===== config.mk =====
export PLATFORM = sky130hd
export DESIGN_NAME = panel_top
export DESIGN_NICKNAME = d
export VERILOG_FILES = /design/src/hw/panel_pkg.sv /design/src/hw/panel_top.sv /design/src/hw/spi_lcd_tx.sv /design/src/hw/button_ctrl.sv /design/src/hw/reset_sequencer.sv /design/src/hw/pll_model.sv
export VERILOG_INCLUDE_DIRS = /design/src /design/src/hw
export SDC_FILE = /design/constraint.sdc
export NUM_CORES = 1
export LEC_CHECK = 0
export BUFFER_PORTS_ARGS = -buffer_cell sky130_fd_sc_hd__buf_2
export CORE_ASPECT_RATIO = 1.25
export CORE_MARGIN = 2
export CORE_UTILIZATION = 25
export CTS_BUF_LIST = sky130_fd_sc_hd__clkbuf_4 sky130_fd_sc_hd__clkbuf_8
export DETAILED_ROUTE_END_ITERATION = 10
export HOLD_SLACK_MARGIN = 0.03
export PLACE_DENSITY_LB_ADDON = 0.1
export SLEW_MARGIN = 20
export SYNTH_ARGS = -nofsm -noshare
export SYNTH_HDL_FRONTEND = slang
export SYNTH_HIERARCHICAL = 1
export SYNTH_SLANG_ARGS = --single-unit

===== constraint.sdc =====
create_clock -name ref_clk -period 4.35 [get_ports ref_clk]
set_clock_uncertainty 0.05 [all_clocks]
set_input_delay 0 -clock ref_clk [delete_from_list [all_inputs] [get_ports ref_clk]]
set_output_delay 0 -clock ref_clk [all_outputs]
set_load 0.01 [all_outputs]

===== src/hw/board_defines.svh =====
`ifndef BOARD_DEFINES_SVH
`define BOARD_DEFINES_SVH

// ~~~~~~~~~~~~~~~~~~~~~~~~~~~~~~~~~~~~~~~~~~~~~~~~~~~~~~~~~~~~~~~~~~~~~~~~~~~~
// panel button constants
// ~~~~~~~~~~~~~~~~~~~~~~~~~~~~~~~~~~~~~~~~~~~~~~~~~~~~~~~~~~~~~~~~~~~~~~~~~~~~

// brightness added per bright press, wraps at 256
`define BRIGHT_STEP 16
// number of color presets, index runs 0..COLOR_COUNT-1
`define COLOR_COUNT 6
// brightness level after reset
`define RESET_BRIGHT 128

// ~~~~~~~~~~~~~~~~~~~~~~~~~~~~~~~~~~~~~~~~~~~~~~~~~~~~~~~~~~~~~~~~~~~~~~~~~~~~
// timing
// ~~~~~~~~~~~~~~~~~~~~~~~~~~~~~~~~~~~~~~~~~~~~~~~~~~~~~~~~~~~~~~~~~~~~~~~~~~~~

// pll_clk cycles per spi clock half period
`define SPI_DIV 4
// reference cycles until the pll model reports lock
`define LOCK_DELAY 20
// locked cycles before the core leaves reset
`define RESET_HOLD 15

`endif

===== src/hw/panel_pkg.sv =====
package panel_pkg;

    // ~~~~~~~~~~~~~~~~~~~~~~~~~~~~~~~~~~~~~~~~~~~~~~~~~~~~~~~~~~~~~~~~~~~~~~~~
    // lcd command set
    // ~~~~~~~~~~~~~~~~~~~~~~~~~~~~~~~~~~~~~~~~~~~~~~~~~~~~~~~~~~~~~~~~~~~~~~~~

    // opcodes sent as the first byte of a frame, with lcd_dc low
    typedef enum logic [7:0] {
        // write display brightness
        OP_BRIGHT   = 8'h51,
        // select color preset
        OP_COLOR    = 8'hC0,
        OP_DISP_ON  = 8'h29,
        OP_DISP_OFF = 8'h28
    } lcd_op_t;

    // one spi frame, opcode byte first then payload byte
    typedef struct packed {
        lcd_op_t    opcode;
        logic [7:0] payload;
    } lcd_cmd_t;

    // ~~~~~~~~~~~~~~~~~~~~~~~~~~~~~~~~~~~~~~~~~~~~~~~~~~~~~~~~~~~~~~~~~~~~~~~~
    // led view of the panel state
    // ~~~~~~~~~~~~~~~~~~~~~~~~~~~~~~~~~~~~~~~~~~~~~~~~~~~~~~~~~~~~~~~~~~~~~~~~

    // maps straight onto leds[7:0]
    typedef struct packed {
        // leds[7]
        logic       screen_on;
        // leds[6:4]
        logic [2:0] color;
        // leds[3:0], top nibble of brightness
        logic [3:0] bright_hi;
    } led_status_t;

endpackage


===== src/hw/panel_top.sv =====
`timescale 1ns/10ps

module panel_top (
    input  logic       ref_clk,
    input  logic       ff_reset,
    // soft reset pin, pulled up on the board
    input  logic       r,
    input  logic       bright_push,
    input  logic       color_push,
    output logic [7:0] leds,
    output logic       spi_clk,
    output logic       spi_mosi,
    output logic       spi_cs_n,
    output logic       lcd_dc,
    output logic       screen_power,
    output logic       test_out
);

    import panel_pkg::*;

    logic        pll_clk;
    logic        lock_async;
    logic        core_rst_n;
    lcd_cmd_t    cmd;
    logic        cmd_valid;
    logic        tx_busy;
    led_status_t status;

    // ~~~~~~~~~~~~~~~~~~~~~~~~~~~~~~~~~~~~~~~~~~~~~~~~~~~~~~~~~~~~~~~~~~~~~~~~
    // clock and reset
    // ~~~~~~~~~~~~~~~~~~~~~~~~~~~~~~~~~~~~~~~~~~~~~~~~~~~~~~~~~~~~~~~~~~~~~~~~

    pll_model u_pll (
        .ref_clk (ref_clk),
        .rst_n   (ff_reset),
        .pll_clk (pll_clk),
        .lock    (lock_async)
    );

    reset_sequencer u_rst_seq (
        .pll_clk    (pll_clk),
        .ff_reset   (ff_reset),
        .lock_async (lock_async),
        .r          (r),
        .core_rst_n (core_rst_n)
    );

    // ~~~~~~~~~~~~~~~~~~~~~~~~~~~~~~~~~~~~~~~~~~~~~~~~~~~~~~~~~~~~~~~~~~~~~~~~
    // panel core
    // ~~~~~~~~~~~~~~~~~~~~~~~~~~~~~~~~~~~~~~~~~~~~~~~~~~~~~~~~~~~~~~~~~~~~~~~~

    button_ctrl u_buttons (
        .pll_clk      (pll_clk),
        .core_rst_n   (core_rst_n),
        .bright_push  (bright_push),
        .color_push   (color_push),
        .tx_busy      (tx_busy),
        .cmd          (cmd),
        .cmd_valid    (cmd_valid),
        .status       (status),
        .screen_power (screen_power)
    );

    // frame done pulse doubles as the board test point
    spi_lcd_tx u_spi_tx (
        .pll_clk    (pll_clk),
        .core_rst_n (core_rst_n),
        .cmd        (cmd),
        .cmd_valid  (cmd_valid),
        .tx_busy    (tx_busy),
        .tx_done    (test_out),
        .spi_clk    (spi_clk),
        .spi_mosi   (spi_mosi),
        .spi_cs_n   (spi_cs_n),
        .lcd_dc     (lcd_dc)
    );

    assign leds = status;

endmodule


===== src/hw/spi_lcd_tx.sv =====
`timescale 1ns/10ps
`include "board_defines.svh"

module spi_lcd_tx (
    input  logic                pll_clk,
    input  logic                core_rst_n,
    input  panel_pkg::lcd_cmd_t cmd,
    input  logic                cmd_valid,
    output logic                tx_busy,
    output logic                tx_done,
    output logic                spi_clk,
    output logic                spi_mosi,
    output logic                spi_cs_n,
    output logic                lcd_dc
);

    localparam int DIV_W = ($clog2(`SPI_DIV) > 0) ? $clog2(`SPI_DIV) : 1;
    localparam logic [DIV_W-1:0] LAST_DIV = DIV_W'(`SPI_DIV - 1);

    logic [DIV_W-1:0] div_cnt;
    logic [3:0]       bit_cnt;
    logic [15:0]      tx_shift;
    logic             tail;
    logic             bit_end;

    // last cycle of a bit, high half of spi_clk done
    assign bit_end = tx_busy && !tail && spi_clk && (div_cnt == LAST_DIV);

    // ~~~~~~~~~~~~~~~~~~~~~~~~~~~~~~~~~~~~~~~~~~~~~~~~~~~~~~~~~~~~~~~~~~~~~~~~
    // frame sequencing
    // ~~~~~~~~~~~~~~~~~~~~~~~~~~~~~~~~~~~~~~~~~~~~~~~~~~~~~~~~~~~~~~~~~~~~~~~~

    always_ff @(posedge pll_clk) begin
        if (!core_rst_n) begin
            tx_busy  <= 1'b0;
            tx_done  <= 1'b0;
            tail     <= 1'b0;
            spi_clk  <= 1'b0;
            spi_cs_n <= 1'b1;
            lcd_dc   <= 1'b0;
            div_cnt  <= '0;
            bit_cnt  <= '0;
        end else begin
            tx_done <= 1'b0;
            if (!tx_busy) begin
                // start of frame, opcode byte goes out with lcd_dc low
                if (cmd_valid) begin
                    tx_busy  <= 1'b1;
                    spi_cs_n <= 1'b0;
                    lcd_dc   <= 1'b0;
                    div_cnt  <= '0;
                    bit_cnt  <= 4'd15;
                end
            end else if (tail) begin
                // one idle cycle after the last bit, then close the frame
                tail     <= 1'b0;
                tx_busy  <= 1'b0;
                tx_done  <= 1'b1;
                spi_cs_n <= 1'b1;
                lcd_dc   <= 1'b0;
            end else if (div_cnt == LAST_DIV) begin
                div_cnt <= '0;
                spi_clk <= ~spi_clk;
                if (spi_clk) begin
                    if (bit_cnt == 4'd0) begin
                        tail <= 1'b1;
                    end else begin
                        bit_cnt <= bit_cnt - 1'b1;
                    end
                    // payload byte starts at bit 7
                    if (bit_cnt == 4'd8) begin
                        lcd_dc <= 1'b1;
                    end
                end
            end else begin
                div_cnt <= div_cnt + 1'b1;
            end
        end
    end

    // msb first, next bit presented while spi_clk is low
    always_ff @(posedge pll_clk) begin
        if (!tx_busy && cmd_valid) begin
            tx_shift <= cmd;
        end else if (bit_end) begin
            tx_shift <= {tx_shift[14:0], 1'b0};
        end
    end

    assign spi_mosi = tx_shift[15];

    // chip select covers the whole busy period
    a_cs_frame: assert property (@(posedge pll_clk) disable iff (!core_rst_n)
        tx_busy |-> !spi_cs_n);

endmodule


===== src/hw/button_ctrl.sv =====
`timescale 1ns/10ps
`include "board_defines.svh"

module button_ctrl (
    input  logic                   pll_clk,
    input  logic                   core_rst_n,
    input  logic                   bright_push,
    input  logic                   color_push,
    input  logic                   tx_busy,
    output panel_pkg::lcd_cmd_t    cmd,
    output logic                   cmd_valid,
    output panel_pkg::led_status_t status,
    output logic                   screen_power
);

    import panel_pkg::*;

    // bit 1 is bright, bit 0 is color, both active low
    logic [1:0] btn_meta;
    logic [1:0] btn_sync;
    logic [1:0] btn_prev;
    logic [1:0] press;
    logic [7:0] bright;
    logic [7:0] bright_next;
    logic [2:0] color;
    logic [2:0] color_next;
    logic       screen_on;
    logic       new_valid;
    lcd_cmd_t   new_cmd;
    lcd_cmd_t   pend_cmd;
    logic       pend_valid;

    // ~~~~~~~~~~~~~~~~~~~~~~~~~~~~~~~~~~~~~~~~~~~~~~~~~~~~~~~~~~~~~~~~~~~~~~~~
    // button sync and press detect
    // ~~~~~~~~~~~~~~~~~~~~~~~~~~~~~~~~~~~~~~~~~~~~~~~~~~~~~~~~~~~~~~~~~~~~~~~~

    always_ff @(posedge pll_clk) begin
        if (!core_rst_n) begin
            btn_meta <= 2'b11;
            btn_sync <= 2'b11;
            btn_prev <= 2'b11;
        end else begin
            btn_meta <= {bright_push, color_push};
            btn_sync <= btn_meta;
            btn_prev <= btn_sync;
        end
    end

    // press is a high to low step of the synced level
    assign press = btn_prev & ~btn_sync;

    assign bright_next = bright + 8'(`BRIGHT_STEP);
    assign color_next  = (color == 3'(`COLOR_COUNT - 1)) ? 3'd0 : color + 3'd1;

    // command for this cycle's press, both buttons together toggle power
    always_comb begin
        new_valid = 1'b1;
        new_cmd   = '{opcode: OP_BRIGHT, payload: bright_next};
        if (press[1] && press[0]) begin
            new_cmd.opcode  = screen_on ? OP_DISP_OFF : OP_DISP_ON;
            new_cmd.payload = 8'h00;
        end else if (press[0]) begin
            new_cmd.opcode  = OP_COLOR;
            new_cmd.payload = {5'd0, color_next};
        end else if (!press[1]) begin
            new_valid = 1'b0;
        end
    end

    // ~~~~~~~~~~~~~~~~~~~~~~~~~~~~~~~~~~~~~~~~~~~~~~~~~~~~~~~~~~~~~~~~~~~~~~~~
    // panel state and pending command
    // ~~~~~~~~~~~~~~~~~~~~~~~~~~~~~~~~~~~~~~~~~~~~~~~~~~~~~~~~~~~~~~~~~~~~~~~~

    always_ff @(posedge pll_clk) begin
        if (!core_rst_n) begin
            bright     <= 8'(`RESET_BRIGHT);
            color      <= 3'd0;
            screen_on  <= 1'b1;
            pend_valid <= 1'b0;
            cmd_valid  <= 1'b0;
        end else begin
            if (press[1] && press[0]) begin
                screen_on <= ~screen_on;
            end else if (press[1]) begin
                bright <= bright_next;
            end else if (press[0]) begin
                color <= color_next;
            end
            // issue when the transmitter is idle, one strobe per command
            // a command landing in the slot this cycle goes out one cycle later
            cmd_valid <= pend_valid && !tx_busy && !cmd_valid && !new_valid;
            // a fresh command wins over the clear on issue
            if (new_valid) begin
                pend_valid <= 1'b1;
            end else if (pend_valid && !tx_busy && !cmd_valid) begin
                pend_valid <= 1'b0;
            end
        end
    end

    // newest command overwrites whatever is still waiting
    always_ff @(posedge pll_clk) begin
        if (new_valid) begin
            pend_cmd <= new_cmd;
        end
    end

    assign cmd          = pend_cmd;
    assign screen_power = screen_on;
    assign status       = '{screen_on: screen_on, color: color, bright_hi: bright[7:4]};

    // a new command only starts while the transmitter is idle
    a_no_issue_busy: assert property (@(posedge pll_clk) disable iff (!core_rst_n)
        $rose(cmd_valid) |-> !tx_busy);

endmodule


===== src/hw/reset_sequencer.sv =====
`timescale 1ns/10ps
`include "board_defines.svh"

module reset_sequencer (
    input  logic pll_clk,
    input  logic ff_reset,
    input  logic lock_async,
    input  logic r,
    output logic core_rst_n
);

    // ~~~~~~~~~~~~~~~~~~~~~~~~~~~~~~~~~~~~~~~~~~~~~~~~~~~~~~~~~~~~~~~~~~~~~~~~
    // lock synchronizer and soft reset edge
    // ~~~~~~~~~~~~~~~~~~~~~~~~~~~~~~~~~~~~~~~~~~~~~~~~~~~~~~~~~~~~~~~~~~~~~~~~

    logic       lock_meta;
    logic       lock_sync;
    logic       r_q;
    logic       r_rise;
    logic       hold_clr;
    logic [3:0] hold_cnt;

    always_ff @(posedge pll_clk) begin
        if (!ff_reset) begin
            lock_meta <= 1'b0;
            lock_sync <= 1'b0;
            // pin is pulled up, idle level is high
            r_q       <= 1'b1;
        end else begin
            lock_meta <= lock_async;
            lock_sync <= lock_meta;
            r_q       <= r;
        end
    end

    // rising edge of the soft reset pin
    assign r_rise = r & ~r_q;

    // any of these restarts the whole hold period
    assign hold_clr = !ff_reset || !lock_sync || r_rise;

    // ~~~~~~~~~~~~~~~~~~~~~~~~~~~~~~~~~~~~~~~~~~~~~~~~~~~~~~~~~~~~~~~~~~~~~~~~
    // hold counter
    // ~~~~~~~~~~~~~~~~~~~~~~~~~~~~~~~~~~~~~~~~~~~~~~~~~~~~~~~~~~~~~~~~~~~~~~~~

    always_ff @(posedge pll_clk) begin
        if (hold_clr) begin
            hold_cnt   <= '0;
            core_rst_n <= 1'b0;
        end else begin
            // count locked cycles, saturate at the hold value
            if (hold_cnt != 4'(`RESET_HOLD)) begin
                hold_cnt <= hold_cnt + 1'b1;
            end
            // release once the full hold count has been seen
            core_rst_n <= (hold_cnt == 4'(`RESET_HOLD));
        end
    end

    // a soft reset edge always puts the core back into reset
    a_soft_reset: assert property (@(posedge pll_clk) disable iff (!ff_reset)
        r_rise |=> !core_rst_n);

    // core stays in reset for the full hold count after lock returns
    a_hold_len: assert property (@(posedge pll_clk) disable iff (!ff_reset)
        $rose(lock_sync) |-> !core_rst_n [*`RESET_HOLD]);

endmodule


===== src/hw/pll_model.sv =====
`timescale 1ns/10ps
`include "board_defines.svh"

module pll_model (
    input  logic ref_clk,
    input  logic rst_n,
    output logic pll_clk,
    output logic lock
);

    // counter wide enough to reach LOCK_DELAY
    localparam int CNT_W = $clog2(`LOCK_DELAY + 1);

    logic [CNT_W-1:0] lock_cnt;

    // no multiplication in this model, output follows the reference
    assign pll_clk = ref_clk;

    // lock rises after LOCK_DELAY reference cycles out of reset
    always_ff @(posedge ref_clk) begin
        if (!rst_n) begin
            lock_cnt <= '0;
            lock     <= 1'b0;
        end else if (lock_cnt == CNT_W'(`LOCK_DELAY - 1)) begin
            lock <= 1'b1;
        end else begin
            lock_cnt <= lock_cnt + 1'b1;
        end
    end

    // once locked, lock holds until the next reset
    a_lock_sticky: assert property (@(posedge ref_clk) disable iff (!rst_n)
        lock |=> lock);

endmodule


# After elaboration in Yosys (flattened, before gate mapping)
# Index checks and enable logic that the tools add are counted.
[word_totals]
reg_bits = 78
output_inout_bits = 14
in_bits = 5
[classes]
mux = 37
bitwise_logic = 9
reduce_logical = 29
n_eq_ne = 14
addsub = 6
[op_table]
columns = ["operator", "count"]
rows = [
  ["2-to-1 mux 16 bit", 4],
  ["2-to-1 mux 4 bit", 6],
  ["2-to-1 mux 1 bit", 22],
  ["inequality test 2 bit (second input constant)", 5],
  ["inequality test 3 bit (second input constant)", 3],
  ["adder 8 x 5 -> 8 bit (second input constant)", 1],
  ["equality test 4 bit (second input constant)", 2],
  ["logical AND 1 bit", 8],
  ["2-to-1 mux 2 bit", 4],
  ["AND reduction 2 bit", 4],
  ["logical NOT 1 bit", 6],
  ["inverter 1 bit", 6],
  ["AND reduction 3 bit", 2],
  ["nonzero test 2 bit", 3],
  ["adder 5 x 1 -> 5 bit (second input constant)", 1],
  ["equality test 5 bit (second input constant)", 1],
  ["AND reduction 5 bit", 1],
  ["adder 4 x 1 -> 4 bit (second input constant)", 1],
  ["logical NOT 4 bit", 1],
  ["inequality test 4 bit (second input constant)", 1],
  ["AND reduction 4 bit", 1],
  ["subtractor 4 x 1 -> 4 bit (second input constant)", 1],
  ["adder 3 x 1 -> 3 bit (second input constant)", 1],
  ["equality test 3 bit (second input constant)", 1],
  ["8 further kinds", 9],
]

# Depth between registers and ports, before layout
# Gate-level depths: netlist (run 1).
[logic_depth]
ltp_word = 7
mapped_depth = 6

# Hierarchy
# Netlist (run 1), hierarchy kept.
[modules_own_cells]
columns = ["mod", "cells_each", "n_inst", "seq_area_each_um2", "area_per_inst_um2"]
rows = [
  ["spi_lcd_tx", 138, 1, 720.7, 1311.3],
  ["button_ctrl", 98, 1, 680.7, 1102.3],
  ["reset_sequencer", 28, 1, 160.2, 279.0],
  ["pll_model", 26, 1, 120.1, 272.8],
]

# Worst setup path after synthesis (run 1)
# OpenSTA, ideal clock, no wires.
[synth_path]
path_type = "flip-flop to flip-flop"
from = "register u_spi_tx.div_cnt[0]"
to = "register u_spi_tx.tx_shift[0], enable pin"
slack_ps = 2716
n_path_buf = 0
path_stages_with_launch = 5
arrival_ps = 1213
cell_sequence = "dfxtp_1 > ha_1 > and4b_1 > nor2_1 > inv_1"
[synth_via]
elab_chain_cells = 3
[synth_lines]
columns = ["element", "line", "text"]
rows = [
  ["start, declared", "spi_lcd_tx.sv:20", "logic [DIV_W-1:0] div_cnt;"],
  ["start signal, assigned", "spi_lcd_tx.sv:76", "div_cnt <= div_cnt + 1'b1;"],
  ["equality test 2 bit", "spi_lcd_tx.sv:27", "assign bit_end = tx_busy && !tail && spi_clk && (div_cnt == LAST_DIV);"],
  ["logical AND 1 bit", "spi_lcd_tx.sv:27", ""],
  ["nonzero test 2 bit (no line)", "n/a", ""],
  ["end signal, assigned", "spi_lcd_tx.sv:84", "tx_shift <= cmd;"],
  ["end signal, assigned", "spi_lcd_tx.sv:86", "tx_shift <= {tx_shift[14:0], 1'b0};"],
  ["end, declared", "spi_lcd_tx.sv:22", "logic [15:0] tx_shift;"],
]
# Every way passes these cells.
# A chain may end at the register's enable or synchronous reset.

# Worst setup path in the final report (run 1)
[layout_path]
from = "register u_spi_tx.tx_busy"
to = "register u_spi_tx.tx_shift[14], enable pin"
[layout_via]
elab_chain_cells = 4
[layout_lines]
columns = ["element", "line", "text"]
rows = [
  ["start, declared", "spi_lcd_tx.sv:9", "output logic tx_busy,"],
  ["start signal, assigned", "spi_lcd_tx.sv:35", "tx_busy <= 1'b0;"],
  ["start signal, assigned", "spi_lcd_tx.sv:48", "tx_busy <= 1'b1;"],
  ["start signal, assigned", "spi_lcd_tx.sv:57", "tx_busy <= 1'b0;"],
  ["logical AND 1 bit (3 in a row)", "spi_lcd_tx.sv:27", ""],
  ["nonzero test 2 bit (no line) (*)", "n/a", ""],
]
# Mark *: on every way between the ends. The rest lies on a longest branch, timed or not.

==> impl_summary.log, run 1 <==
[metrics] worst setup slack for register-to-register paths: 2.32 ns
[metrics] Post-synth ARST share: 0%
[metrics] hold worst-path end: u_buttons/btn_meta[0]
[metrics] worst flop-to-flop path startpoint: u_spi_tx/tx_busy
[metrics] CTS tree: done
[metrics] number of fill cells in the layout: 1241
[metrics] Diodes inserted: 0
[metrics] final slew viol count: 0
[metrics] initial standard-cell utilization of the core: 25.5%
[metrics] result of the run: complete, no violations
[metrics] min cycle time layout: 2.03 ns
[metrics] insertion delay of the later-clocked pin in the worst-skew pair: 0.34 ns
[metrics] Comb power frac: 1.1%
[metrics] number of cells traversed by the worst hold path: 3
[metrics] number of vias after detailed routing: 1977
[metrics] area of the mapped netlist: 0.00297 mm²
[metrics] fraction of layout cells with a size suffix above 1: 14.2%
[metrics] most common cell after layout, fill and taps aside: sky130_fd_sc_hd__nand2_1
[metrics] startpoint of the most critical hold path: color_push
[metrics] vertical die dimension: 126 µm
[metrics] category of the critical setup timing path: flop to flop
[metrics] sequential share of the synthesized area: 56.7%
[metrics] area fraction in compound gates after synthesis: 7.93%
[metrics] synthesized-area fraction occupied by adder cells: 2.53%
[metrics] number of core rows: 44
[metrics] mux contribution to synthesized area: 3.42%
[metrics] worst slew margin relative to its limit: 43.4%
[metrics] arrival time of the worst setup path: 1.96 ns
[metrics] global-route total usage across every layer: 9.34%
[metrics] Power Density: 357 mW/mm²
[metrics] transition time of the tightest slew-check pin: 0.848 ns
[metrics] wire length of the first global-routing pass: 9180 µm
[metrics] share of total power consumed by net switching: 20.4%
[metrics] Final Worst Setup Slack: 2.32 ns
[metrics] Achievable Freq: 492 MHz
[metrics] predominant post-synthesis flop cell: sky130_fd_sc_hd__dfxtp_1
[metrics] crit-path cells: and4b_1 -> nor2_1 -> inv_1
[metrics] fraction of synthesized cell area taken by the top area cell type: 28.4%
[metrics] worst-path maximum fanout: 18
[metrics] CTS HTree Levels: 3
[metrics] final wirelength: 5470 µm
[metrics] switching power summed over all nets: 249 µW
[metrics] dominant combinational cell family by area after synthesis: simple AND/OR/NAND/NOR gates
[metrics] critical path's largest stage delay: 0.66 ns
[metrics] TritonCTS sink count: 70
[metrics] # DRC: 0
[metrics] crit path launch type: flop
[metrics] internal power: 970 µW
[metrics] Slowest cell on crit path: sky130_fd_sc_hd__dfxtp_1
[metrics] final design instance area without fill: 0.00341 mm²
[metrics] EDFF count, synth: 28
[metrics] relative contribution of sequential cells to total power: 55.9%
[metrics] maximum resistive drop on vdd: 0.156 mV
[metrics] pre-CTS worst setup slack: 2.27 ns
[metrics] Root Buffer Master: sky130_fd_sc_hd__clkbuf_8
[metrics] Period Utilization, post-route: 46.7%
[metrics] number of input and output port buffers inserted: 18
[metrics] class of the worst hold path: input port to flop
[metrics] final setup TNS: 0 ns
[metrics] CTS buffer count: 9
[metrics] number of vias per cell: 4.14
[metrics] Post-Place Cell Area: 0.00317 mm²
[metrics] Final ANT Viol Nets: 0
[metrics] number of global-route vias before repair: 1807
[metrics] I/O pin total: 19
[metrics] cells on worst reg2reg path: 3
[metrics] clock share of power: 42.9%
[metrics] Placer Congestion: 0.755
[metrics] number of cells produced by synthesis: 290
[metrics] number of design-rule violations left by the first detailed-router iteration: 44
[metrics] Final setup violation count: 0
[metrics] top post-synthesis cells by area: sky130_fd_sc_hd__dfxtp_1 28%, sky130_fd_sc_hd__edfxtp_1 28%, sky130_fd_sc_hd__nand2_1 8.2%, sky130_fd_sc_hd__mux2i_1 3.0%, sky130_fd_sc_hd__ha_1 2.5%
[metrics] count of different cell masters after synthesis: 51
[metrics] number of register bits inferred by synthesis: 70
[metrics] setup repair after global routing missed its margin: false
[metrics] reg-to-reg critical path endpoint: u_spi_tx/tx_shift[14]
[metrics] data required time at the worst endpoint: 4.28 ns
[metrics] Syn. warnings: 6
[metrics] highest-count cells in the layout ignoring fill and taps: 65 x sky130_fd_sc_hd__nand2_1, 42 x sky130_fd_sc_hd__dfxtp_1, 28 x sky130_fd_sc_hd__edfxtp_1
[metrics] xor-xnor portion of the synthesized cell area: 1.77%
[metrics] pin count of the biggest net entering global routing: 24
[metrics] area growth from synthesis to layout: 15.1%
[metrics] Max Root-Sink Buffers: 2
[metrics] Std-Cell Core Area: 0.0116 mm²
[metrics] number of cells on the critical path: 3
[metrics] HPWL after detailed placement: 3630 µm
[metrics] Detailed Routing Iterations Pass 1: 4
[metrics] number of instances resized during post-cts repair: 0
[metrics] number of endpoints with negative hold slack in the final report: 0
[metrics] WL per Instance: 11.5 µm
[metrics] critical path endpoint category: flop
[metrics] die area: 0.0128 mm²
[metrics] Yosys top cell by area: sky130_fd_sc_hd__dfxtp_1
[metrics] antenna violations before repair: 0
[metrics] Leak Pwr: 1.28 nW
[metrics] number of buffers and inverters on the critical path: 1
[metrics] final core utilization: 29.4%
[metrics] total gr overflow: 0
[metrics] number of nets in the layout: 322
[metrics] share of synthesized cell area in and, or, nand and nor gates: 22.2%
[metrics] Clk pin slew, worst setup/hold paths: 0.08 ns
[metrics] Synth Area per Inst: 10.2 µm²
[metrics] Max-Cap Viols: 0
[metrics] family with the most delay on the worst path: flip-flops
[metrics] DIE WIDTH: 101 µm
[per-stage QoR]
step	std cells	power, mW	hold WS, ns
2_1_floorplan	292	0.806	0.0119
3_3_place_gp	456	0.707	0.135
3_5_place_dp	456	0.707	0.138
4_1_cts	477	1.24	0.300
5_1_grt	477	1.28	0.313
6_report	477	1.22	0.327
[cells in the mapped netlist (4+ instances only)]
master / instances
sky130_fd_sc_hd__a21oi_1: 10
sky130_fd_sc_hd__and2_1: 4
sky130_fd_sc_hd__buf_2: 8
sky130_fd_sc_hd__buf_4: 7
sky130_fd_sc_hd__dfxtp_1: 42
sky130_fd_sc_hd__edfxtp_1: 28
sky130_fd_sc_hd__ha_1: 6
sky130_fd_sc_hd__inv_1: 13
sky130_fd_sc_hd__mux2i_1: 9
sky130_fd_sc_hd__nand2_1: 65
sky130_fd_sc_hd__nand2b_1: 11
sky130_fd_sc_hd__nand3_1: 10
sky130_fd_sc_hd__nor2_1: 16
sky130_fd_sc_hd__o21ai_0: 8
sky130_fd_sc_hd__xnor2_1: 4
[layer usage]
metal,global-route usage (%),part of all wire (%)
met1,12.3,49
met5,0,0
met2,13.3,45
met3,3.16,4.4
met4,5.25,2.0
[power by group through the flow]
stage | clock [mW] | combinational [mW] | sequential, mW
finish | 0.523 | 0.0137 | 0.682
global route | 0.586 | 0.0161 | 0.682
CTS | 0.544 | 0.0139 | 0.681
detailed placement | 0 | 0.0105 | 0.697
global placement | 0 | 0.0103 | 0.696
floorplan | 0.101 | 0.00866 | 0.696
[cell families after synthesis]
group           after synthesis
buf+inv                      30
compound gates               35
other cells                   1
flops                        70
simple gates                132
mux                          10
xor+xnor                      6
fa+ha+maj                     6
[tightest hold or removal path, delay by kind of cell]
family                 cells  cell delay [ns]
and+or+nand+nor            1             0.08
buffers and inverters      2             0.61
[final cells by class]
type                       count  area, µm²  area share [%]
multi-input combinational    192       1130            33.3
tap                          161        201            5.90
clock buffer                  12        146            4.29
sequential                    70       1680            49.3
inverter                      14       52.6            1.54
timing repair buffer          24        148            4.33
clock inverter                 4       47.5            1.39
[repair_timing]
item	in CTS	in global routing
hold buffers	5	0
buffers inserted	0	0
endpoints found under the hold margin	11	0
[worst max path at each step]
stage,start,endpoint
floorplan,u_spi_tx/div_cnt[0],u_spi_tx/tx_shift[0]
global placement,u_spi_tx/tx_busy,u_spi_tx/tx_shift[8]
detailed placement,u_spi_tx/tx_busy,u_spi_tx/tx_shift[9]
CTS,u_spi_tx/tx_busy,u_spi_tx/tx_shift[9]
global route,u_spi_tx/tx_busy,u_spi_tx/tx_shift[15]
finish,u_spi_tx/tx_busy,u_spi_tx/tx_shift[14]
[sequential cells by signal, summed over array words and instances (netlist names), 2 cells and up]
name	count
u_rst_seq/hold_cnt	4
u_spi_tx/tx_shift	16
u_buttons/cmd	12
u_buttons/color	3
u_buttons/btn_prev	2
u_spi_tx/bit_cnt	4
u_buttons/bright	4
u_buttons/btn_sync	2
u_spi_tx/div_cnt	2
u_buttons/btn_meta	2
u_pll/lock_cnt	5
Note: power is estimated with default switching activity, not from simulation.
==> inputs of run 2 (changes only) <==
--- a/config.mk
+++ b/config.mk
@@ -6,6 +6,7 @@
 export SDC_FILE = /design/constraint.sdc
 export NUM_CORES = 1
 export LEC_CHECK = 0
+export ABC_AREA = 1
 export BUFFER_PORTS_ARGS = -buffer_cell sky130_fd_sc_hd__buf_2
 export CORE_ASPECT_RATIO = 1.25
 export CORE_MARGIN = 2
==> constraint.sdc (replaced) <==
create_clock -name ref_clk -period 2 [get_ports ref_clk]
set_clock_uncertainty 0.05 [all_clocks]
set_input_delay 0 -clock ref_clk [delete_from_list [all_inputs] [get_ports ref_clk]]
set_output_delay 0 -clock ref_clk [all_outputs]
set_load 0.01 [all_outputs]
==> run 2 against run 1 <==
Combinational power increased by 140%. Sequential power is 120% higher. Critical endpoint is now u_spi_tx/bit_cnt[3]. Power rose by 120%. Setup slack got worse by 1.9 ns. Highest routed layer unchanged. Fmax up 32%. Cell area rose by 3.8%. Critical path type unchanged.
==> impl_summary.log, run 2 <==
[metrics] data required time at the worst endpoint: 2.20 ns (-2.08 ns)
[metrics] flip-flop count of the largest register after layout: 16 (unchanged)
[metrics] # DRC: 0 (unchanged)
[metrics] maximum resistive drop on vdd: 0.284 mV (+82%)
[metrics] transition time of the tightest slew-check pin: 0.578 ns (-0.270 ns)
[metrics] insertion delay of the later-clocked pin in the worst-skew pair: 0.35 ns (about the same)
[metrics] Yosys top cell by area: sky130_fd_sc_hd__dfxtp_1
[metrics] Std-Cell Core Area: 0.0120 mm² (+3.7%)
[metrics] number of buffers inserted to repair setup after CTS: 0 (unchanged)
[metrics] worst slew margin relative to its limit: 61.4% (+18 points)
[metrics] number of vias after detailed routing: 2148 (+8.6%)
[metrics] global-route total usage across every layer: 9.64% (+0.30 points)
[metrics] wire length of the first global-routing pass: 9810 µm (+6.9%)
[metrics] most common cell after layout, fill and taps aside: sky130_fd_sc_hd__nand2_1
[metrics] Clk pin slew, worst setup/hold paths: 0.07 ns (about the same)
[metrics] fraction of synthesized cell area taken by the top area cell type: 27.6% (-0.77 points)
[metrics] startpoint of the most critical hold path: color_push
[metrics] final slew viol count: 0 (unchanged)
[metrics] number of core rows: 45 (+2.3%)
[metrics] Final Worst Setup Slack: 0.465 ns (-1.85 ns)
[metrics] min cycle time layout: 1.54 ns (-0.497 ns)
[metrics] critical path's largest stage delay: 0.49 ns (-0.17 ns)
[metrics] category of the critical setup timing path: flop to flop
[metrics] area growth from synthesis to layout: 16.2%
[metrics] Post-synth ARST share: 0% (unchanged)
[metrics] number of cells produced by synthesis: 353 (+22%)
[metrics] count of different cell masters after synthesis: 31 (-39%)
[metrics] number of endpoints with negative hold slack in the final report: 0 (unchanged)
[metrics] fraction of layout cells with a size suffix above 1: 17.1% (+2.8 points)
[metrics] number of buffers and inverters on the critical path: 2 (+1)
[metrics] number of input and output port buffers inserted: 18 (unchanged)
[metrics] class of the worst hold path: input port to flop
[metrics] number of vias per cell: 3.90 (-5.9%)
[metrics] total gr overflow: 0 (unchanged)
[metrics] Power Density: 740 mW/mm² (+110%)
[metrics] CTS Hold Bufs: 5 (unchanged)
[metrics] number of cells traversed by the worst hold path: 3 (unchanged)
[metrics] Period Utilization, post-route: 76.8% (+30 points)
[metrics] Synth Area per Inst: 8.63 µm² (-16%)
[metrics] pre-CTS worst setup slack: 0.432 ns (-1.84 ns)
[metrics] worst-path maximum fanout: 21 (+3)
[metrics] crit path launch type: flop
[metrics] result of the run: complete, no violations
[metrics] worst flop-to-flop path startpoint: u_spi_tx/tx_busy
[metrics] Max Root-Sink Buffers: 2 (unchanged)
[metrics] final setup TNS: 0 ns (unchanged)
[metrics] Diodes inserted: 0 (unchanged)
[metrics] most used standard cell by instance count after synthesis: sky130_fd_sc_hd__nand2_1
[metrics] I/O pin total: 19 (unchanged)
[metrics] final hold slack: 0.314 ns (-0.0128 ns)
[metrics] family with the most delay on the worst path: simple AND/OR/NAND/NOR gates
[metrics] initial standard-cell utilization of the core: 25.3% (-0.23 points)
[metrics] Max-Cap Viols: 0 (unchanged)
[metrics] final wirelength: 5670 µm (+3.6%)
[metrics] Syn. warnings: 6 (unchanged)
[metrics] number of cells on the critical path: 8 (+5)
[metrics] critical path endpoint category: flop
[metrics] number of register bits inferred by synthesis: 70 (unchanged)
[metrics] Synth top cells by count: 114 x sky130_fd_sc_hd__nand2_1, 48 x sky130_fd_sc_hd__nor2_1, 42 x sky130_fd_sc_hd__dfxtp_1
[metrics] predominant post-synthesis flop cell: sky130_fd_sc_hd__dfxtp_1
[metrics] CTS tree: done
[metrics] Leak Pwr: 1.41 nW (+9.8%)
[metrics] antenna violations before repair: 0 (unchanged)
[metrics] Detailed Routing Iterations Pass 1: 6 (+2)
[metrics] Final ANT Viol Nets: 0 (unchanged)
[metrics] HPWL after detailed placement: 3940 µm (+8.5%)
[metrics] CTS buffer count: 9 (unchanged)
[metrics] area of the mapped netlist: 0.00305 mm² (+2.8%)
[metrics] EDFF count, synth: 28 (unchanged)
[metrics] Achievable Freq: 651 MHz (+32%)
[metrics] vertical die dimension: 127 µm (+1.3%)
[metrics] Slowest cell on crit path: sky130_fd_sc_hd__dfxtp_1
[metrics] WL per Instance: 10.3 µm (-10%)
[metrics] pin count of the biggest net entering global routing: 22 (-8.3%)
[metrics] setup repair after global routing missed its margin: false
[metrics] Final setup violation count: 0 (unchanged)
[metrics] Root Buffer Master: sky130_fd_sc_hd__clkbuf_8
[metrics] sequential share of the synthesized area: 55.2% (-1.5 points)
[metrics] Largest Register: u_spi_tx/tx_shift
[metrics] number of global-route vias before repair: 2034 (+13%)
[metrics] CTS HTree Levels: 3 (unchanged)
[metrics] highest-count cells in the layout ignoring fill and taps: 114 x sky130_fd_sc_hd__nand2_1, 48 x sky130_fd_sc_hd__nor2_1, 42 x sky130_fd_sc_hd__dfxtp_1
[metrics] cells on worst reg2reg path: 8 (+5)
[metrics] crit-path cells: buf_4 -> inv_6 -> nor2_8 -> nand2_4 -> nand2_8 -> nand2_4 -> nor2_1 -> nor2_1
[metrics] number of nets in the layout: 393 (+22%)
[metrics] TritonCTS sink count: 70 (unchanged)
[metrics] Placer Congestion: 0.747 (-0.95%)
[metrics] reg-to-reg critical path endpoint: u_spi_tx/bit_cnt[3]
[metrics] number of instances resized during post-cts repair: 0 (unchanged)
[metrics] number of design-rule violations left by the first detailed-router iteration: 52 (+18%)
[metrics] worst setup slack for register-to-register paths: 0.46 ns (-1.85 ns)
[metrics] arrival time of the worst setup path: 1.73 ns (-0.23 ns)
[metrics] DIE WIDTH: 103 µm (+1.3%)
[metrics] hold worst-path end: u_buttons/btn_meta[0]
[metrics] die area: 0.0131 mm² (+2.7%)
[metrics] top post-synthesis cells by area: sky130_fd_sc_hd__dfxtp_1 28%, sky130_fd_sc_hd__edfxtp_1 28%, sky130_fd_sc_hd__nand2_1 14%, sky130_fd_sc_hd__nor2_1 5.9%, sky130_fd_sc_hd__inv_1 4.1%
==> run 2: cell types whose count changed after synthesis, sizes merged, moves of 4 or more <==
cell | previous run | this run
nand2 | 65 | 121
nor2 | 16 | 56
inv | 14 | 44
nand2b | 12 | 0
mux2i | 9 | 0
buf | 16 | 9
and2 | 5 | 0
nand3 | 11 | 15
or2 | 0 | 4
==> run 2: cell type report <==
class / count / area, µm²
inverter: 44 / 173
tap: 164 / 205
clock buffer: 15 / 188
fill: 1328 / 8510
timing repair buffer: 25 / 155
sequential: 70 / 1680
clock inverter: 1 / 5.00
multi-input combinational: 232 / 1130
==> run 2: metrics by stage <==
stage	power [mW]	cells	utilization (%)	area (µm²)
detailed placement	1.54	530	27.4	3300
global placement	1.54	530	27.4	3300
global route	2.73	551	29.4	3540
floorplan	1.76	355	-	3060
CTS	2.68	551	29.4	3540
finish	2.62	551	29.4	3540
==> run 2: cells by family (layout without fill, tap and decap cells) <==
logic type | after synthesis | after routing | share of synthesized area [%]
AO/OA/AOI/OAI | 19 | 19 | 3.16
XOR/XNOR | 1 | 1 | 0.287
adder cells (fa/ha/maj) | 6 | 6 | 2.46
buffers and inverters | 53 | 85 | 7.84
flip-flops | 70 | 70 | 55.2
other | 1 | 3 | 0.123
AND/OR/NAND/NOR | 203 | 203 | 31.0
==> run 2: per-layer routing <==
| metal | global-route usage [%] | part of all wire [%] | vias up |
|---|---|---|---|
| li1 | - | - | 1155 |
| met4 | 4.41 | 1.9 | 0 |
| met3 | 2.63 | 3.1 | 11 |
| met2 | 14.3 | 44 | 26 |
| met5 | 0 | 0 | - |
| met1 | 13.0 | 52 | 956 |
==> run 2: worst reg2reg max path, cell delays in order (launching register included) <==
cell and delay (ns):
sky130_fd_sc_hd__dfxtp_1 0.49, sky130_fd_sc_hd__buf_4 0.25, sky130_fd_sc_hd__inv_6 0.06, sky130_fd_sc_hd__nor2_8 0.12
sky130_fd_sc_hd__nand2_4 0.09, sky130_fd_sc_hd__nand2_8 0.16, sky130_fd_sc_hd__nand2_4 0.08, sky130_fd_sc_hd__nor2_1 0.10
sky130_fd_sc_hd__nor2_1 0.05
==> run 2: report_power, final <==
group	leakage (nW)	switching [mW]	total [mW]	internal [mW]
sequential	0.545	0.00593	1.48	1.48
combinational	0.758	0.0163	0.0329	0.0166
clock	0.104	0.513	1.11	0.593
total	1.41	0.535	2.62	2.09
==> run 2: worst max-delay path by stage <==
stage / start / endpoint / slack, ns
finish: u_spi_tx/tx_busy / u_spi_tx/bit_cnt[3] / 0.46
detailed placement: u_spi_tx/tx_busy / u_spi_tx/bit_cnt[3] / 0.43
global placement: u_spi_tx/tx_busy / u_spi_tx/bit_cnt[3] / 0.47
CTS: u_spi_tx/tx_busy / u_spi_tx/bit_cnt[3] / 0.43
global route: u_spi_tx/tx_busy / u_spi_tx/bit_cnt[0] / 0.35
floorplan: u_spi_tx/tx_busy / u_spi_tx/bit_cnt[3] / 0.76
==> inputs of run 3 (changes only) <==
==> constraint.sdc (replaced) <==
create_clock -name ref_clk -period 1.3 [get_ports ref_clk]
set_clock_uncertainty 0.05 [all_clocks]
set_input_delay 0 -clock ref_clk [delete_from_list [all_inputs] [get_ports ref_clk]]
set_output_delay 0 -clock ref_clk [all_outputs]
set_load 0.01 [all_outputs]
==> run 3 against run 2 <==
Flip-flop and latch count unchanged. Largest power group unchanged. Sequential share of layout area decreased by 2.3 points. Non-clock buffer count increased by 11. Final cell count increased by 2.4%. Highest routed layer unchanged. Critical path type unchanged. Setup slack got worse by 0.42 ns. Clock-buffer cell count decreased by 5. Wire length increased by 5.3%.
==> impl_summary.log, run 3 (synthesized netlist as in run 2, its figures left out) <==
[metrics] result of the run: complete, no violations
[metrics] critical path's largest stage delay: 0.33 ns (-0.16 ns)
[metrics] fraction of layout cells with a size suffix above 1: 20.5% (+3.4 points)
[metrics] category of the critical setup timing path: flop to flop
[metrics] CTS buffer count: 9 (unchanged)
[metrics] number of nets in the layout: 406 (+3.3%)
[metrics] number of fill cells in the layout: 1319 (-0.68%)
[metrics] number of design-rule violations left by the first detailed-router iteration: 62 (+19%)
[metrics] Non-Filler Instances: 564 (+2.4%)
[metrics] Comb power frac: 1.2% (about the same)
[metrics] number of endpoints with negative hold slack in the final report: 0 (unchanged)
[metrics] Largest Register: u_spi_tx/tx_shift
[metrics] startpoint of the most critical hold path: bright_push
[metrics] share of total power consumed by net switching: 19.8% (-0.56 points)
[metrics] DIE WIDTH: 103 µm (unchanged)
[metrics] Power Density: 1130 mW/mm² (+53%)
[metrics] Max Root-Sink Buffers: 2 (unchanged)
[metrics] worst-path maximum fanout: 16 (-24%)
[metrics] Final ANT Viol Nets: 0 (unchanged)
[metrics] global-route layer with the greatest usage: met2
[metrics] crit-path cells: buf_12 -> nor2_8 -> inv_6 -> buf_12 -> nand2_1 -> nand2_1
[metrics] switching power summed over all nets: 836 µW (+56%)
[metrics] worst setup slack for register-to-register paths: 0.04 ns (-0.42 ns)
[metrics] Diodes inserted: 0 (unchanged)
[metrics] total gr overflow: 0 (unchanged)
[metrics] global-route total usage across every layer: 10.0% (+0.36 points)
[metrics] worst flop-to-flop path startpoint: u_spi_tx/tx_busy
[metrics] crit path launch type: flop
[metrics] class of the worst hold path: input port to flop
[metrics] Clk pin slew, worst setup/hold paths: 0.08 ns (about the same)
[metrics] maximum resistive drop on vdd: 0.408 mV (+44%)
[metrics] Final Worst Setup Slack: 0.0442 ns (-0.420 ns)
[metrics] vertical die dimension: 127 µm (unchanged)
[metrics] number of vias per cell: 3.87 (-0.62%)
[metrics] clock share of power: 44.6% (+2.4 points)
[metrics] family with the most delay on the worst path: buffers and inverters
[metrics] TritonCTS sink count: 70 (unchanged)
[metrics] pin count of the biggest net entering global routing: 17 (-23%)
[metrics] data required time at the worst endpoint: 1.35 ns (-0.85 ns)
[metrics] critical path endpoint category: flop
[metrics] number of placed instances with taps included: 539 (+1.7%)
[metrics] Placer Congestion: 0.725 (-3.0%)
[metrics] Max-Cap Viols: 0 (unchanged)
[metrics] relative contribution of sequential cells to total power: 54.1% (-2.5 points)
[metrics] CTS HTree Levels: 3 (unchanged)
[metrics] most common cell after layout, fill and taps aside: sky130_fd_sc_hd__nand2_1
[metrics] Std-Cell Core Area: 0.0120 mm² (unchanged)
[metrics] flip-flop count of the largest register after layout: 16 (unchanged)
[metrics] number of input and output port buffers inserted: 18 (unchanged)
[metrics] HPWL after detailed placement: 4100 µm (+4.0%)
[metrics] wire length of the first global-routing pass: 10200 µm (+3.6%)
[metrics] Achievable Freq: 796 MHz (+22%)
[metrics] final hold slack: 0.327 ns (+0.0126 ns)
[metrics] cells on worst reg2reg path: 6 (-2)
[metrics] I/O pin total: 19 (unchanged)
[metrics] Period Utilization, post-route: 96.6% (+20 points)
[metrics] Leak Pwr: 1.47 nW (+4.8%)
[metrics] Detailed Routing Iterations Pass 1: 4 (-2)
[metrics] met1 track demand over resource: 13.2% (+0.19 points)
[metrics] Slowest cell on crit path: sky130_fd_sc_hd__dfxtp_1
[metrics] Root Buffer Master: sky130_fd_sc_hd__clkbuf_8
[metrics] initial standard-cell utilization of the core: 25.3% (unchanged)
[metrics] # DRC: 0 (unchanged)
[metrics] Post-Place Cell Area: 0.00339 mm² (+2.8%)
[metrics] met2 track utilization from global routing: 15.6% (+1.3 points)
[metrics] CTS tree: done
[metrics] final slew viol count: 0 (unchanged)
[metrics] WL per Instance: 10.6 µm (+2.9%)
[metrics] area growth from synthesis to layout: 22.4%
[metrics] hold worst-path end: u_buttons/btn_meta[1]
[metrics] number of buffers and inverters on the critical path: 3 (+1)
[metrics] setup repair after global routing missed its margin: true
[metrics] internal power: 3.38 mW (+62%)
[metrics] number of cells traversed by the worst hold path: 3 (unchanged)
[metrics] die area: 0.0131 mm² (unchanged)
[metrics] met3 global-route usage: 3.28% (+0.66 points)
[metrics] insertion delay of the later-clocked pin in the worst-skew pair: 0.34 ns (about the same)
[metrics] antenna violations before repair: 0 (unchanged)
[metrics] final design instance area without fill: 0.00373 mm² (+5.3%)
[metrics] number of vias after detailed routing: 2185 (+1.7%)
[metrics] min cycle time layout: 1.26 ns (-0.280 ns)
[metrics] final wirelength: 5970 µm (+5.3%)
[metrics] number of global-route vias before repair: 2174 (+6.9%)
[metrics] pre-CTS worst setup slack: -0.0105 ns (-0.443 ns)
[metrics] number of core rows: 45 (unchanged)
[metrics] Final setup violation count: 0 (unchanged)
[metrics] highest-count cells in the layout ignoring fill and taps: 114 x sky130_fd_sc_hd__nand2_1, 48 x sky130_fd_sc_hd__nor2_1, 40 x sky130_fd_sc_hd__dfxtp_1
[metrics] arrival time of the worst setup path: 1.30 ns (-0.43 ns)
[metrics] reg-to-reg critical path endpoint: u_spi_tx/tx_shift[4]
## run 3: cell types whose count changed in the layout (fill, tap and decap cells not counted), sizes merged
cell	previous run	this run
clkbuf	15	10
buf	20	31
bufinv	0	2
clkinv	1	4
nand2	121	123
## run 3: repair_timing
action                                  in CTS  in global routing
cloned                                       1                  1
setup buffers                                0                  2
gates resized for setup                      1                  9
hold buffers                                 5                  0
endpoints found under the setup margin       2                 22
endpoints found under the hold margin       16                  0
pin swaps                                    1                  2
## run 3: cell type report
type / count / area [µm²] / area share (%)
flip-flops and latches: 70 / 1680 / 45.1
clock inverters: 6 / 76.3 / 2.05
repair buffers: 36 / 263 / 7.04
well taps: 164 / 205 / 5.50
clock buffers: 10 / 131 / 3.52
multi-input cells: 234 / 1200 / 32.1
inverters: 44 / 175 / 4.69
## run 3: worst reg2reg max path, cell delays in order, from the launching register on
cell,delay [ns]
sky130_fd_sc_hd__dfxtp_1,0.33
sky130_fd_sc_hd__buf_12,0.15
sky130_fd_sc_hd__nor2_8,0.13
sky130_fd_sc_hd__inv_6,0.08
sky130_fd_sc_hd__buf_12,0.15
sky130_fd_sc_hd__nand2_1,0.07
sky130_fd_sc_hd__nand2_1,0.05
## run 3: power by group through the flow
stage / clock, mW / sequential, mW / combinational, mW
after CTS: 1.98 / 2.28 / 0.0516
after global placement: 0 / 2.33 / 0.0399
final: 1.88 / 2.28 / 0.0522
after floorplan: 0.338 / 2.33 / 0.0338
after global routing: 2.07 / 2.28 / 0.0602
after detailed placement: 0 / 2.33 / 0.0401
## run 3: metal layers
| layer | routed length [µm] | share of wire (%) |
|---|---|---|
| met2 | 2760 | 46 |
| met4 | 54 | 0.90 |
| met3 | 169 | 2.8 |
| met5 | 0 | 0 |
| met1 | 2980 | 50 |
## run 3: worst max path at each step
| stage | from | to | slack [ns] | depth (start not counted) |
|---|---|---|---|---|
| finish | u_spi_tx/tx_busy | u_spi_tx/tx_shift[4] | 0.04 | 6 |
| floorplan | u_spi_tx/tx_busy | u_spi_tx/bit_cnt[3] | 0.06 | 8 |
| global placement | u_spi_tx/div_cnt[0] | u_spi_tx/bit_cnt[3] | 0.02 | 8 |
| CTS | u_spi_tx/div_cnt[0] | u_spi_tx/bit_cnt[2] | 0.006 | 7 |
| global route | u_spi_tx/tx_busy | u_spi_tx/tx_shift[4] | -0.02 | 6 |
| detailed placement | u_spi_tx/div_cnt[0] | u_spi_tx/bit_cnt[3] | -0.01 | 8 |
## run 3: per-stage QoR
| stage | TNS (ns) | util, % | total power [mW] |
|---|---|---|---|
| detailed placement | -0.0120 | 28.2 | 2.37 |
| global route | -0.0189 | 31.0 | 4.41 |
| floorplan | 0 | - | 2.70 |
| global placement | 0 | 28.2 | 2.37 |
| CTS | 0 | 30.4 | 4.31 |
| finish | 0 | 31.0 | 4.21 |
